**src/via_config.svh**
```systemverilog
// VIA configuration: bus and timer widths, register map and control bit positions
`ifndef VIA_CONFIG_SVH
`define VIA_CONFIG_SVH

`define VIA_DW 32 // bus data width
`define VIA_TW 32 // timer width

// ======================================================================
// register indices, 5 7 and 10 are reserved
// ======================================================================
`define VIA_REG_PB   4'd0
`define VIA_REG_PA   4'd1
`define VIA_REG_DDRB 4'd2
`define VIA_REG_DDRA 4'd3
`define VIA_REG_T1CL 4'd4
`define VIA_REG_T1LL 4'd6
`define VIA_REG_T2CL 4'd8
`define VIA_REG_T2LL 4'd9
`define VIA_REG_ACR  4'd11
`define VIA_REG_PCR  4'd12
`define VIA_REG_IFR  4'd13
`define VIA_REG_IER  4'd14
`define VIA_REG_ORA  4'd15

// ACR fields
`define VIA_ACR_PA_LE   0
`define VIA_ACR_PB_LE   1
`define VIA_ACR_T2_CNT  5 // count pb6 falling edges
`define VIA_ACR_T1_FREE 6

// PCR fields, 1 selects the rising edge
`define VIA_PCR_CA1_POL 0
`define VIA_PCR_CA2_POL 1
`define VIA_PCR_CB1_POL 4
`define VIA_PCR_CB2_POL 5

// IFR / IER layout
`define VIA_IFR_CA2 0
`define VIA_IFR_CA1 1
`define VIA_IFR_CB2 3
`define VIA_IFR_CB1 4
`define VIA_IFR_T1  5
`define VIA_IFR_T2  6
`define VIA_IFR_IRQ 7 // any enabled flag set

`endif

```
**src/via_pkg.sv**
```systemverilog
// VIA shared types: bus words, timer values, register strobes and bus FSM states
`include "via_config.svh"

package via_pkg;

	typedef logic [`VIA_DW-1:0] data_t;
	typedef logic [`VIA_TW-1:0] timer_t;
	typedef logic [3:0]         reg_adr_t;
	typedef logic [15:0]        reg_strb_t; // one-hot, bit n for register n
	typedef logic [3:0]         byte_sel_t;
	typedef logic [7:0]         irq_vec_t;

	typedef enum logic [1:0] {
		BUS_IDLE,
		BUS_RD1,  // read mux stage
		BUS_RD2,  // read data out, ack high
		BUS_ACK   // write ack
	} bus_state_e;

	// merge selected byte lanes of new_v into old_v
	function automatic data_t byte_merge(input data_t old_v, input data_t new_v,
		input byte_sel_t sel);
		data_t res;
		res = old_v;
		for (int i = 0; i < 4; i++)
			if (sel[i]) res[i*8 +: 8] = new_v[i*8 +: 8];
		return res;
	endfunction

endpackage

```
**src/via_bus_slave.sv**
```systemverilog
// VIA bus slave with register decode, one-cycle strobes, read mux, ACR/PCR and acknowledge
`timescale 1ns/1ns
`include "via_config.svh"

module via_bus_slave (
	input  logic                 clk_i,
	input  logic                 rst_i,
	input  logic                 cs_i,
	input  logic                 cyc_i,
	input  logic                 stb_i,
	input  logic                 we_i,
	input  via_pkg::byte_sel_t   sel_i,
	input  via_pkg::reg_adr_t    adr_i,
	input  via_pkg::data_t       dat_i,
	output via_pkg::data_t       dat_o,
	output logic                 ack_o,
	output via_pkg::reg_strb_t   reg_wr_o,
	output via_pkg::reg_strb_t   reg_rd_o,
	output via_pkg::data_t       wdata_o,
	output via_pkg::byte_sel_t   wsel_o,
	output via_pkg::data_t       acr_o,
	output via_pkg::data_t       pcr_o,
	input  via_pkg::data_t       pa_rd_i,
	input  via_pkg::data_t       pb_rd_i,
	input  via_pkg::data_t       ddra_i,
	input  via_pkg::data_t       ddrb_i,
	input  via_pkg::data_t       t1_cnt_i,
	input  via_pkg::data_t       t1_lat_i,
	input  via_pkg::data_t       t2_cnt_i,
	input  via_pkg::data_t       t2_lat_i,
	input  via_pkg::data_t       ifr_i,
	input  via_pkg::data_t       ier_i
);

	via_pkg::bus_state_e state;
	via_pkg::reg_strb_t  adr_hot;
	via_pkg::data_t      rd_mux;
	logic                req;

	assign req     = cs_i & cyc_i & stb_i;
	assign adr_hot = via_pkg::reg_strb_t'(1) << adr_i;

	// writes land on the accepting edge and reads strobe in the mux stage
	assign reg_wr_o = (state == via_pkg::BUS_IDLE && req && we_i) ? adr_hot : '0;
	assign reg_rd_o = (state == via_pkg::BUS_RD1) ? adr_hot : '0;
	assign wdata_o  = dat_i;
	assign wsel_o   = sel_i;

	// ======================================================================
	// request FSM
	// ======================================================================
	always_ff @(posedge clk_i) begin
		if (rst_i) begin
			state <= via_pkg::BUS_IDLE;
			ack_o <= 1'b0;
		end else begin
			ack_o <= 1'b0;
			case (state)
				via_pkg::BUS_IDLE: begin
					if (req && we_i) begin
						state <= via_pkg::BUS_ACK;
						ack_o <= 1'b1;
					end else if (req) begin
						state <= via_pkg::BUS_RD1;
					end
				end
				via_pkg::BUS_RD1: begin
					state <= via_pkg::BUS_RD2;
					ack_o <= 1'b1; // data registered on this edge
				end
				via_pkg::BUS_RD2: state <= via_pkg::BUS_IDLE;
				via_pkg::BUS_ACK: state <= via_pkg::BUS_IDLE;
				default:          state <= via_pkg::BUS_IDLE;
			endcase
		end
	end

	// configuration registers
	always_ff @(posedge clk_i) begin
		if (rst_i) begin
			acr_o <= '0;
			pcr_o <= '0;
		end else begin
			if (reg_wr_o[`VIA_REG_ACR]) acr_o <= via_pkg::byte_merge(acr_o, dat_i, sel_i);
			if (reg_wr_o[`VIA_REG_PCR]) pcr_o <= via_pkg::byte_merge(pcr_o, dat_i, sel_i);
		end
	end

	always_comb begin
		case (adr_i)
			`VIA_REG_PB:   rd_mux = pb_rd_i;
			`VIA_REG_PA:   rd_mux = pa_rd_i;
			`VIA_REG_ORA:  rd_mux = pa_rd_i; // same data without flag clear
			`VIA_REG_DDRB: rd_mux = ddrb_i;
			`VIA_REG_DDRA: rd_mux = ddra_i;
			`VIA_REG_T1CL: rd_mux = t1_cnt_i;
			`VIA_REG_T1LL: rd_mux = t1_lat_i;
			`VIA_REG_T2CL: rd_mux = t2_cnt_i;
			`VIA_REG_T2LL: rd_mux = t2_lat_i;
			`VIA_REG_ACR:  rd_mux = acr_o;
			`VIA_REG_PCR:  rd_mux = pcr_o;
			`VIA_REG_IFR:  rd_mux = ifr_i;
			`VIA_REG_IER:  rd_mux = ier_i;
			default:       rd_mux = '0; // reserved slots
		endcase
	end

	always_ff @(posedge clk_i) begin
		if (state == via_pkg::BUS_RD1) dat_o <= rd_mux;
	end

	a_ack_pulse: assert property (@(posedge clk_i) disable iff (rst_i)
		ack_o |=> !ack_o);

endmodule

```
**src/via_port.sv**
```systemverilog
// VIA parallel port: direction register, output latch, input latch and control edges
`timescale 1ns/1ns
`include "via_config.svh"

module via_port #(
	parameter int REG_DATA = 0,  // flag-clearing data register
	parameter int REG_DDR  = 2,
	parameter int REG_ALT  = 0,  // alternate data register, 0 for none
	parameter bit MIX_OUT  = 1'b0
) (
	input  logic                 clk_i,
	input  logic                 rst_i,
	input  via_pkg::reg_strb_t   reg_wr_i,
	input  via_pkg::reg_strb_t   reg_rd_i,
	input  via_pkg::data_t       wdata_i,
	input  via_pkg::byte_sel_t   wsel_i,
	input  logic                 latch_en_i,
	input  logic                 c1_pol_i,
	input  logic                 c2_pol_i,
	input  via_pkg::data_t       pin_i,
	input  logic                 c1_i,
	input  logic                 c2_i,
	output via_pkg::data_t       pin_o,
	output via_pkg::data_t       pin_oe_o,
	output via_pkg::data_t       rd_o,
	output via_pkg::data_t       ddr_o,
	output logic                 c1_evt_o,
	output logic                 c2_evt_o
);

	via_pkg::data_t ddr, out_q, in_q;
	logic           c1_q, c2_q;
	logic           c1_edge, c2_edge;
	logic           hold;     // latched value waiting to be read
	logic           data_wr, data_rd;

	assign data_wr = reg_wr_i[REG_DATA] || (REG_ALT != 0 && reg_wr_i[REG_ALT]);
	assign data_rd = reg_rd_i[REG_DATA] || (REG_ALT != 0 && reg_rd_i[REG_ALT]);

	// ======================================================================
	// control line edges
	// ======================================================================
	assign c1_edge = c1_pol_i ? (c1_i & ~c1_q) : (~c1_i & c1_q);
	assign c2_edge = c2_pol_i ? (c2_i & ~c2_q) : (~c2_i & c2_q);

	always_ff @(posedge clk_i) begin
		if (rst_i) begin
			c1_q     <= 1'b0;
			c2_q     <= 1'b0;
			c1_evt_o <= 1'b0;
			c2_evt_o <= 1'b0;
			ddr      <= '0;
			hold     <= 1'b0;
		end else begin
			c1_q     <= c1_i;
			c2_q     <= c2_i;
			c1_evt_o <= c1_edge;
			c2_evt_o <= c2_edge;
			if (reg_wr_i[REG_DDR]) ddr <= via_pkg::byte_merge(ddr, wdata_i, wsel_i);
			if (!latch_en_i || data_rd)
				hold <= 1'b0;
			else if (c1_edge)
				hold <= 1'b1;
		end
	end

	always_ff @(posedge clk_i) begin
		if (data_wr) out_q <= via_pkg::byte_merge(out_q, wdata_i, wsel_i);
		// follow the pins, or capture once per c1 edge when latching
		if (!latch_en_i || (c1_edge && !hold)) in_q <= pin_i;
	end

	assign pin_o    = out_q;
	assign pin_oe_o = ddr;
	assign ddr_o    = ddr;
	assign rd_o     = MIX_OUT ? ((ddr & out_q) | (~ddr & in_q)) : in_q;

	// full-word direction write shows on the enables one clock later
	a_oe_ddr: assert property (@(posedge clk_i) disable iff (rst_i)
		reg_wr_i[REG_DDR] && (&wsel_i) |=> pin_oe_o == $past(wdata_i));

endmodule

```
**src/via_timers.sv**
```systemverilog
// VIA interval timers with one-shot/free-run timer 1 and one-shot/pulse-count timer 2
`timescale 1ns/1ns
`include "via_config.svh"

module via_timers (
	input  logic                 clk_i,
	input  logic                 rst_i,
	input  via_pkg::reg_strb_t   reg_wr_i,
	input  via_pkg::data_t       wdata_i,
	input  via_pkg::byte_sel_t   wsel_i,
	input  logic                 t1_free_i,
	input  logic                 t2_count_i,
	input  logic                 pb6_i,
	output via_pkg::timer_t      t1_cnt_o,
	output via_pkg::timer_t      t1_lat_o,
	output via_pkg::timer_t      t2_cnt_o,
	output via_pkg::timer_t      t2_lat_o,
	output logic                 t1_evt_o,
	output logic                 t2_evt_o
);

	via_pkg::timer_t t1_cnt, t1_lat, t2_cnt, t2_lat;
	logic            t1_arm, t2_arm;   // one-shot armed by a counter load
	logic            t1_load, t2_load;
	logic            pb6_q, pb6_fall;
	logic            t2_tick;

	assign t1_load  = reg_wr_i[`VIA_REG_T1CL];
	assign t2_load  = reg_wr_i[`VIA_REG_T2CL];
	assign pb6_fall = pb6_q & ~pb6_i;
	assign t2_tick  = t2_count_i ? pb6_fall : 1'b1;

	// zero events taken on the next edge
	assign t1_evt_o = t1_arm && (t1_cnt == '0);
	assign t2_evt_o = t2_arm && (t2_cnt == '0) && t2_tick;

	always_ff @(posedge clk_i) begin
		if (reg_wr_i[`VIA_REG_T1LL]) t1_lat <= via_pkg::byte_merge(t1_lat, wdata_i, wsel_i);
		if (reg_wr_i[`VIA_REG_T2LL]) t2_lat <= via_pkg::byte_merge(t2_lat, wdata_i, wsel_i);
	end

	// ======================================================================
	// timer 1
	// ======================================================================
	always_ff @(posedge clk_i) begin
		if (rst_i) begin
			t1_cnt <= '1;
			t1_arm <= 1'b0;
		end else if (t1_load) begin
			t1_cnt <= t1_lat;
			t1_arm <= 1'b1;
		end else if (t1_evt_o && t1_free_i) begin
			t1_cnt <= t1_lat; // free-run reload
		end else begin
			t1_cnt <= t1_cnt - 1'b1; // wraps to all ones after zero
			if (t1_evt_o) t1_arm <= 1'b0;
		end
	end

	// ======================================================================
	// timer 2
	// ======================================================================
	always_ff @(posedge clk_i) begin
		if (rst_i) begin
			pb6_q  <= 1'b0;
			t2_cnt <= '1;
			t2_arm <= 1'b0;
		end else begin
			pb6_q <= pb6_i;
			if (t2_load) begin
				t2_cnt <= t2_lat;
				t2_arm <= 1'b1;
			end else if (t2_tick) begin
				t2_cnt <= t2_cnt - 1'b1;
				if (t2_evt_o) t2_arm <= 1'b0;
			end
		end
	end

	assign t1_cnt_o = t1_cnt;
	assign t1_lat_o = t1_lat;
	assign t2_cnt_o = t2_cnt;
	assign t2_lat_o = t2_lat;

	// a one-shot fires once per load
	a_t1_once: assert property (@(posedge clk_i) disable iff (rst_i)
		t1_evt_o |=> (!t1_evt_o || t1_free_i || $past(t1_load)));

endmodule

```
**src/via_irq.sv**
```systemverilog
// VIA interrupt controller: flag and enable registers, registered interrupt request
`timescale 1ns/1ns
`include "via_config.svh"

module via_irq (
	input  logic                 clk_i,
	input  logic                 rst_i,
	input  via_pkg::reg_strb_t   reg_wr_i,
	input  via_pkg::reg_strb_t   reg_rd_i,
	input  via_pkg::data_t       wdata_i,
	input  via_pkg::byte_sel_t   wsel_i,
	input  logic                 ca1_evt_i,
	input  logic                 ca2_evt_i,
	input  logic                 cb1_evt_i,
	input  logic                 cb2_evt_i,
	input  logic                 t1_evt_i,
	input  logic                 t2_evt_i,
	output via_pkg::irq_vec_t    ifr_o,
	output via_pkg::irq_vec_t    ier_o,
	output logic                 irq_o
);

	via_pkg::irq_vec_t flags, set_v, clr_v;
	logic [6:0]        ier;
	logic              pa_acc, pb_acc;

	assign pa_acc = reg_wr_i[`VIA_REG_PA] | reg_rd_i[`VIA_REG_PA];
	assign pb_acc = reg_wr_i[`VIA_REG_PB] | reg_rd_i[`VIA_REG_PB];

	always_comb begin
		set_v = '0; // bit 2 has no source
		set_v[`VIA_IFR_CA2] = ca2_evt_i;
		set_v[`VIA_IFR_CA1] = ca1_evt_i;
		set_v[`VIA_IFR_CB2] = cb2_evt_i;
		set_v[`VIA_IFR_CB1] = cb1_evt_i;
		set_v[`VIA_IFR_T1]  = t1_evt_i;
		set_v[`VIA_IFR_T2]  = t2_evt_i;

		clr_v = '0;
		if (reg_wr_i[`VIA_REG_IFR] && wsel_i[0]) clr_v = wdata_i[7:0];
		if (pa_acc) begin
			clr_v[`VIA_IFR_CA1] = 1'b1;
			clr_v[`VIA_IFR_CA2] = 1'b1;
		end
		if (pb_acc) begin
			clr_v[`VIA_IFR_CB1] = 1'b1;
			clr_v[`VIA_IFR_CB2] = 1'b1;
		end
		if (reg_wr_i[`VIA_REG_T1CL] || reg_rd_i[`VIA_REG_T1CL]) clr_v[`VIA_IFR_T1] = 1'b1;
		if (reg_wr_i[`VIA_REG_T2CL] || reg_rd_i[`VIA_REG_T2CL]) clr_v[`VIA_IFR_T2] = 1'b1;
	end

	always_ff @(posedge clk_i) begin
		if (rst_i) begin
			flags <= '0;
			ier   <= '0;
			irq_o <= 1'b0;
		end else begin
			flags <= (flags & ~clr_v) | set_v; // a new event beats a clear
			if (reg_wr_i[`VIA_REG_IER] && wsel_i[0])
				ier <= wdata_i[7] ? (ier | wdata_i[6:0]) : (ier & ~wdata_i[6:0]);
			irq_o <= |(flags[6:0] & ier);
		end
	end

	assign ifr_o = {|(flags[6:0] & ier), flags[6:0]};
	assign ier_o = {1'b0, ier};

endmodule

```
**src/via_top.sv**
```systemverilog
// VIA top level: bus slave, two parallel ports, timers and interrupt controller
`timescale 1ns/1ns
`include "via_config.svh"

module via_top (
	input  logic                 clk_i,
	input  logic                 rst_i,
	input  logic                 cs_i,
	input  logic                 cyc_i,
	input  logic                 stb_i,
	input  logic                 we_i,
	input  via_pkg::byte_sel_t   sel_i,
	input  via_pkg::reg_adr_t    adr_i,
	input  via_pkg::data_t       dat_i,
	output via_pkg::data_t       dat_o,
	output logic                 ack_o,
	input  via_pkg::data_t       pa_i,
	input  via_pkg::data_t       pb_i,
	output via_pkg::data_t       pa_o,
	output via_pkg::data_t       pa_oe_o,
	output via_pkg::data_t       pb_o,
	output via_pkg::data_t       pb_oe_o,
	input  logic                 ca1_i,
	input  logic                 ca2_i,
	input  logic                 cb1_i,
	input  logic                 cb2_i,
	output logic                 irq_o
);

	via_pkg::reg_strb_t reg_wr, reg_rd;
	via_pkg::data_t     wdata, acr, pcr, pa_rd, pb_rd, ddra, ddrb;
	via_pkg::byte_sel_t wsel;
	via_pkg::timer_t    t1_cnt, t1_lat, t2_cnt, t2_lat;
	via_pkg::irq_vec_t  ifr, ier;
	logic               ca1_evt, ca2_evt, cb1_evt, cb2_evt, t1_evt, t2_evt;

	via_bus_slave u_bus (
		.clk_i(clk_i), .rst_i(rst_i),
		.cs_i(cs_i), .cyc_i(cyc_i), .stb_i(stb_i), .we_i(we_i),
		.sel_i(sel_i), .adr_i(adr_i), .dat_i(dat_i), .dat_o(dat_o), .ack_o(ack_o),
		.reg_wr_o(reg_wr), .reg_rd_o(reg_rd), .wdata_o(wdata), .wsel_o(wsel),
		.acr_o(acr), .pcr_o(pcr),
		.pa_rd_i(pa_rd), .pb_rd_i(pb_rd), .ddra_i(ddra), .ddrb_i(ddrb),
		.t1_cnt_i(t1_cnt), .t1_lat_i(t1_lat), .t2_cnt_i(t2_cnt), .t2_lat_i(t2_lat),
		.ifr_i({{(`VIA_DW-8){1'b0}}, ifr}), .ier_i({{(`VIA_DW-8){1'b0}}, ier})
	);

	// port A: ORA aliases the data register without flag clears
	via_port #(.REG_DATA(`VIA_REG_PA), .REG_DDR(`VIA_REG_DDRA),
		.REG_ALT(`VIA_REG_ORA), .MIX_OUT(1'b0)) u_port_a (
		.clk_i(clk_i), .rst_i(rst_i),
		.reg_wr_i(reg_wr), .reg_rd_i(reg_rd), .wdata_i(wdata), .wsel_i(wsel),
		.latch_en_i(acr[`VIA_ACR_PA_LE]),
		.c1_pol_i(pcr[`VIA_PCR_CA1_POL]), .c2_pol_i(pcr[`VIA_PCR_CA2_POL]),
		.pin_i(pa_i), .c1_i(ca1_i), .c2_i(ca2_i),
		.pin_o(pa_o), .pin_oe_o(pa_oe_o), .rd_o(pa_rd), .ddr_o(ddra),
		.c1_evt_o(ca1_evt), .c2_evt_o(ca2_evt)
	);

	via_port #(.REG_DATA(`VIA_REG_PB), .REG_DDR(`VIA_REG_DDRB),
		.REG_ALT(0), .MIX_OUT(1'b1)) u_port_b (
		.clk_i(clk_i), .rst_i(rst_i),
		.reg_wr_i(reg_wr), .reg_rd_i(reg_rd), .wdata_i(wdata), .wsel_i(wsel),
		.latch_en_i(acr[`VIA_ACR_PB_LE]),
		.c1_pol_i(pcr[`VIA_PCR_CB1_POL]), .c2_pol_i(pcr[`VIA_PCR_CB2_POL]),
		.pin_i(pb_i), .c1_i(cb1_i), .c2_i(cb2_i),
		.pin_o(pb_o), .pin_oe_o(pb_oe_o), .rd_o(pb_rd), .ddr_o(ddrb),
		.c1_evt_o(cb1_evt), .c2_evt_o(cb2_evt)
	);

	via_timers u_timers (
		.clk_i(clk_i), .rst_i(rst_i),
		.reg_wr_i(reg_wr), .wdata_i(wdata), .wsel_i(wsel),
		.t1_free_i(acr[`VIA_ACR_T1_FREE]), .t2_count_i(acr[`VIA_ACR_T2_CNT]),
		.pb6_i(pb_i[6]),
		.t1_cnt_o(t1_cnt), .t1_lat_o(t1_lat), .t2_cnt_o(t2_cnt), .t2_lat_o(t2_lat),
		.t1_evt_o(t1_evt), .t2_evt_o(t2_evt)
	);

	via_irq u_irq (
		.clk_i(clk_i), .rst_i(rst_i),
		.reg_wr_i(reg_wr), .reg_rd_i(reg_rd), .wdata_i(wdata), .wsel_i(wsel),
		.ca1_evt_i(ca1_evt), .ca2_evt_i(ca2_evt), .cb1_evt_i(cb1_evt), .cb2_evt_i(cb2_evt),
		.t1_evt_i(t1_evt), .t2_evt_i(t2_evt),
		.ifr_o(ifr), .ier_o(ier), .irq_o(irq_o)
	);

endmodule

```
**config.mk**
```make
export PLATFORM = sky130hd
export DESIGN_NAME = via_top
export DESIGN_NICKNAME = d
export VERILOG_FILES = /design/src/via_pkg.sv /design/src/via_bus_slave.sv /design/src/via_port.sv /design/src/via_timers.sv /design/src/via_irq.sv /design/src/via_top.sv
export VERILOG_INCLUDE_DIRS = /design/src
export SDC_FILE = /design/constraint.sdc
export NUM_CORES = 1
export LEC_CHECK = 0
export BUFFER_PORTS_ARGS = -buffer_cell sky130_fd_sc_hd__buf_2
export CORE_MARGIN = 4
export CORE_UTILIZATION = 60
export CTS_BUF_LIST = sky130_fd_sc_hd__clkbuf_8
export DETAILED_ROUTE_END_ITERATION = 8
export HOLD_SLACK_MARGIN = 0.03
export PLACE_DENSITY = 0.85
export SLEW_MARGIN = 30
export SYNTH_ARGS = -nofsm -noshare
export SYNTH_HDL_FRONTEND = slang
export SYNTH_SLANG_ARGS = --single-unit
export TNS_END_PERCENT = 1
```
**constraint.sdc**
```tcl
create_clock -name clk_i -period 4.8 [get_ports clk_i]
set_input_delay 0.24 -clock clk_i [delete_from_list [all_inputs] [get_ports clk_i]]
set_output_delay 0.24 -clock clk_i [all_outputs]
set_load 0.02 [all_outputs]
```
Yosys cells after proc, flatten, opt, wreduce, memory -nomap -nowiden:

Index checks and enable logic that the tools add are counted.

* bits in registers: 448
* output and inout bits: 162

* reduce and logical (&&, ||, !) cells: 69
* bitwise logic cells: 33
* equality and inequality tests: 17
* muxes and demuxes: 29
* shift operators: 1
* $add $sub $neg: 2

Operators with widths (count)
* $pmux W32 S12: 1
* $mux W32: 4
* $reduce_and A2 Y1: 34
* $and A32 B32 Y32: 2
* $logic_not A32 Y1: 2
* $sub A32 B1 Y32 const B: 2
* $mux W16: 2
* $not A32 Y32: 1
* $or A32 B32 Y32: 1
* $eq A4 B4 Y1 const B: 7
* $shl A1 B4 Y16 const A: 1
* $and A7 B7 Y7: 2
* $mux W1: 14
* $and A1 B1 Y1: 11
* $logic_and A1 B1 Y1: 11
* $not A1 Y1: 9
* $and A8 B8 Y8: 1
* $eq A4 B2 Y1 const B: 2
* $eq A4 B3 Y1 const B: 2
* $logic_or A1 B1 Y1: 8
* $mux W2: 4
* $mux W8: 1
* $not A8 Y8: 1
* $or A8 B7 Y8: 1
* other kinds (17): 27

Depth between registers and ports, before layout:

* depth in word-level cells: 11
* depth in mapped cells: 9

Modules after synthesis:

Synthesis repeated with hierarchy kept, for this count alone.

* cells, all modules: 1891
* area total of the unflattened synthesis: 20975.1 um^2

By module, submodules not included
* via_bus_slave: area an instance 7130.6 um^2, times used 1, cells each 765
* via_timers: area an instance 5516.5 um^2, times used 1, cells each 494
* via_port (u_port_b): area an instance 4181.5 um^2, times used 1, cells each 298
* via_port (u_port_a): area an instance 3530.9 um^2, times used 1, cells each 264
* via_irq: area an instance 611.8 um^2, times used 1, cells each 69
* via_top: area an instance 3.8 um^2, times used 1, cells each 1

Least setup slack after synthesis:

No wires, ideal clock.

* path kind: reg2reg
* start: register u_bus.pcr_o[4]
* end: register u_port_b.in_q[0], enable pin
* data required time: 4.334 ns
* path slack: 1.517 ns
* data arrival time: 2.817 ns
* buffers on the path: 0
* stages on the path, launching flop included: 5
* cells stage by stage: dfxtp_1 nand2_1 nor2_1 a21oi_1 o21ai_0

* longest elaborated chain between the ends: 3

Ends and longest elaborated chain
* start: declaration: line via_bus_slave.sv:22 `output via_pkg::data_t pcr_o,`
* start signal: assignment: line via_bus_slave.sv:85 `` if (reg_wr_o[`VIA_REG_PCR]) pcr_o <= via_pkg::byte_merge(pcr_o, dat_i, sel_i); ``
* $mux W1: line via_port.sv:43 `assign c1_edge = c1_pol_i ? (c1_i & ~c1_q) : (~c1_i & c1_q);`
* $logic_and A1 B1 Y1: line via_port.sv:70 `if (!latch_en_i || (c1_edge && !hold)) in_q <= pin_i;`
* $logic_or A1 B1 Y1: line via_port.sv:70
* end signal: assignment: line via_port.sv:70
* end: declaration: line via_port.sv:31 `via_pkg::data_t ddr, out_q, in_q;`

No other way between the ends.
A chain may end at the register's enable or synchronous reset.

Final worst setup path:

* start: register u_timers.t1_cnt[0] (netlist: u_timers.t1_cnt_o[0])
* end: register u_timers.t1_cnt[10] (netlist: u_timers.t1_cnt_o[10])

* longest elaborated chain between the ends: 5
* elaborated cells between the ends (all ways): 6
* classes of those cells: add/sub (1); mux (2); reduce/logical (3)

Ends and longest elaborated chain
* start: declaration: line via_timers.sv:22 `via_pkg::timer_t t1_cnt, t1_lat, t2_cnt, t2_lat;`
* start signal: assignment: line via_timers.sv:50 `t1_cnt <= t1_lat;`
* start signal: assignment: line via_timers.sv:53 `t1_cnt <= t1_lat;`
* start signal: assignment: line via_timers.sv:55 `t1_cnt <= t1_cnt - 1'b1;`
* branches (longest 3 deep; another with $sub A32 B1 Y32)
* $mux W32 *: line via_timers.sv:52 `end else if (t1_evt_o && t1_free_i) begin`
* $mux W32 *: line via_timers.sv:49 `end else if (t1_load) begin`

Every way passes the cells marked *.

==> metrics.md <==
| Metric | Value |
|---|---|
| Layout cells sized above 1 | `20.1%` |
| Slew headroom | `31.1%` |
| Hold buffers post-CTS | `101` |
| Synth unique cells | `64` |
| Max VDD drop | `0.259 mV` |
| Post-synth top area share | `36.5%` |
| CTS tree | `done` |
| Crit. End Element | `flip-flop` |
| Post-Syn Nets | `1841` |
| Most common cell after layout, fill and taps aside | `buf_2` |
| I/O Buffers | `275` |
| Placeable Area | `0.0300 mm²` |
| Setup WS pre-CTS | `1900 ps` |
| Initial antenna violation count | `0` |
| Layout Skew | `32.2 ps` |
| Residual DRC | `0` |
| CP max FO | `32` |
| Largest net degree at the start of global routing | `102` |
| Total Nets Final | `2204` |
| Switching share of power | `24.1%` |
| Most frequent cells in the layout | `buf_2 (274), edfxtp_1 (224), dfxtp_1 (223)` |
| Clk pwr share | `41.3%` |
| Post-layout util | `75.4%` |
| Clock sinks | `447` |
| Initial DRT Pass Iterations | `6` |
| Total number of vias | `16700` |
| F_max | `332 MHz` |
| Compound-Gate Fraction of Synth Area | `17.8%` |
| # Post-CTS Setup Buffers | `0` |
| Leak | `8.15 nW` |
| GRT Overall Usage | `35.3%` |
| Vias in the first global route | `16700` |
| Max-cap violations | `0` |
| Post_cts resized | `0` |
| XOR/XNOR share of the synthesized area | `2.23%` |
| Root buf cell | `clkbuf_8` |
| Register area share after synthesis | `60.8%` |
| Final Hold Viols | `0` |
| Top_reg_cell synth | `edfxtp_1` |
| Mux cell area share after synthesis | `2.13%` |
| Antenna Cells | `0` |
| Setup WS post-layout | `1790 ps` |
| Starting Density | `61.5%` |
| Top cells by area, synth | `edfxtp_1 (37%), dfxtp_1 (24%), a21oi_1 (3.9%)` |
| First-pass GRT wire length | `93.1 mm` |
| Number of synthesized flops with an enable pin | `224` |
| Tmin final | `3010 ps` |
| Yosys reg bits | `447` |
| Least-Margin Pin Slew | `1030 ps` |
| GR Overflow Total | `0` |
| Average cell area after synthesis | `10.7 µm²` |
| PwrDens | `340 mW/mm²` |
| Area grow syn2layout | `22.6%` |
| Leading area contributor after synthesis | `edfxtp_1` |
| Post-route setup TNS | `0 ps` |
| Total CTS buffers | `72` |
| Worst-path clk slew | `60 ps` |
| Total wire length | `62.0 mm` |
| Synth warnings | `0` |
| Internal Power | `5.83 mW` |
| DRT iter0 DRCs | `2281` |
| Post-synth ARST share | `0%` |
| Largest family of logic cells by synthesized area | `compound AO/OA/AOI/OAI gates` |
| Io pins | `276` |
| Outcome | `complete, no violations` |
| Antenna viol nets, final | `0` |
| Crit path launch type | `flip-flop` |
| CP required | `5230 ps` |
| Cells after Synth | `1724` |
| Synth Area in Adders | `0.204%` |
| Hold crit path type | `input port to flip-flop` |
| Synthesized area | `0.0184 mm²` |
| # setup viols final | `0` |
| Max-slew violation count | `0` |
| Sequential share of power | `53.1%` |
| Via density | `6.57` |
| RSZ-0062 raised after global routing | `no` |
| Gate power share | `5.5%` |
| Post-synthesis simple-gate area fraction | `13.6%` |
| WS Path Type | `flip-flop to flip-flop` |
| Max Buffers Root-to-Sink | `3` |
| Clock latency on the worst-skew pair | `620 ps` |
| Die ar. | `0.0336 mm²` |
| Die Height | `183 µm` |
| H-tree depth | `3` |
| HPWL Detailed | `38.7 mm` |
| NetSw | `1.85 mW` |
| Tcrit/Tclk final | `62.7%` |
| Die Width | `183 µm` |
| Fillcell total | `1995` |
| Worst EP arrival | `3440 ps` |
| Wire per inst | `24.5 µm` |
| # rows | `63` |
| RePlAce Congestion | `0.966` |
==> worst max-delay path, cell delays in order (launching register included) <==
cell	delay, ps
dfxtp_1	360
inv_1	80
ha_1	170
nor3b_1	600
nand4_1	430
nor4_2	370
or2_2	600
o211ai_1	240
==> power by group through the flow <==
stage	clock, mW	combinational [mW]	sequential, mW
after floorplan	0	0.160	4.16
after global placement	0	0.334	4.16
after detailed placement	0	0.342	4.16
after CTS	3.18	0.408	4.08
after global routing	3.37	0.445	4.08
final	3.18	0.423	4.08
==> cells in the mapped netlist, drive strengths merged (4+ instances only) <==
cell type  number
nor4bb          4
a21oi         142
o211ai         32
nor2          131
a32oi          18
dfxtp         223
and3            4
nor4           15
nor3           39
inv            27
a222oi          4
edfxtp        224
xor2           30
a221oi         26
nand2         179
mux2i          37
xnor2          17
buf            17
o311a           4
nand4          31
o21ai         144
nor4b           4
clkbuf        106
nand2b          4
a221o          15
a31oi           6
a22o           12
nor2b          16
a2111oi         4
nand3          55
or4            10
a32o            4
a22oi          87
or3            16
==> flip-flops by register name, summed over array words and instances (netlist names), 7 cells and up, named ones only <==
signal and cells:
u_bus.acr_o 32, u_bus.dat_o 32, u_bus.pcr_o 32, u_port_a.ddr_o 32
u_port_a.pin_o 32, u_port_a.rd_o 32, u_port_b.ddr_o 32, u_port_b.in_q 32
u_port_b.pin_o 32, u_timers.t1_cnt_o 32, u_timers.t1_lat_o 32, u_timers.t2_cnt_o 32
u_timers.t2_lat_o 32, u_irq.flags 7
==> through the flow <==
stage	std cells	area (µm²)	hold WS [ps]	power, mW
after floorplan	1724	18400	339	4.32
after global placement	2302	20200	417	4.49
after detailed placement	2302	20200	418	4.50
after CTS	2535	22600	53.5	7.67
after global routing	2535	22600	108	7.90
final	2535	22600	88.0	7.68
==> cells by family after synthesis <==
kind of cell	Yosys count
AO/OA/AOI/OAI	512
adder cells (fa/ha/maj)	3
multiplexers	39
buffers and inverters	151
flip-flops	447
AND/OR/NAND/NOR	525
XOR/XNOR	47
==> final cells by class <==
| type | instances | area [µm²] | share of cell area [%] |
|---|---|---|---|
| Sequential cell | 447 | 11200 | 49.6 |
| Multi-Input combinational cell | 1126 | 6740 | 29.9 |
| Timing Repair Buffer | 412 | 2670 | 11.8 |
| Clock buffer | 77 | 1060 | 4.69 |
| Tap cell | 390 | 488 | 2.16 |
| Clock inverter | 55 | 319 | 1.41 |
| Inverter | 28 | 105 | 0.466 |
==> routing by layer <==
metal  vias up  global-route usage, %  routed length, µm
li1       7196                      -                  -
met2      1351                   57.1              28800
met5         -                      0                  0
met3       267                   7.72               7500
met1      7849                   44.6              22300
met4         0                   19.3               3380
==> final timing paths <==
kind | startpoint | end | slack, ps | cells after the start
hold / removal | we_i | u_timers.t1_arm$_SDFFE_PP0P_ | 90 | 3
setup reg to reg | u_timers.t1_cnt_o[0]$_SDFF_PP1_ | u_timers.t1_cnt_o[10]$_SDFF_PP1_ | 1790 | 7
hold reg to reg | u_port_b.c1_evt_o$_SDFF_PP0_ | u_irq.flags[4]$_SDFF_PP0_ | 460 | 2
setup / recovery | u_timers.t1_cnt_o[0]$_SDFF_PP1_ | u_timers.t1_cnt_o[10]$_SDFF_PP1_ | 1790 | 7
Note: power is estimated with default switching activity, not from simulation.
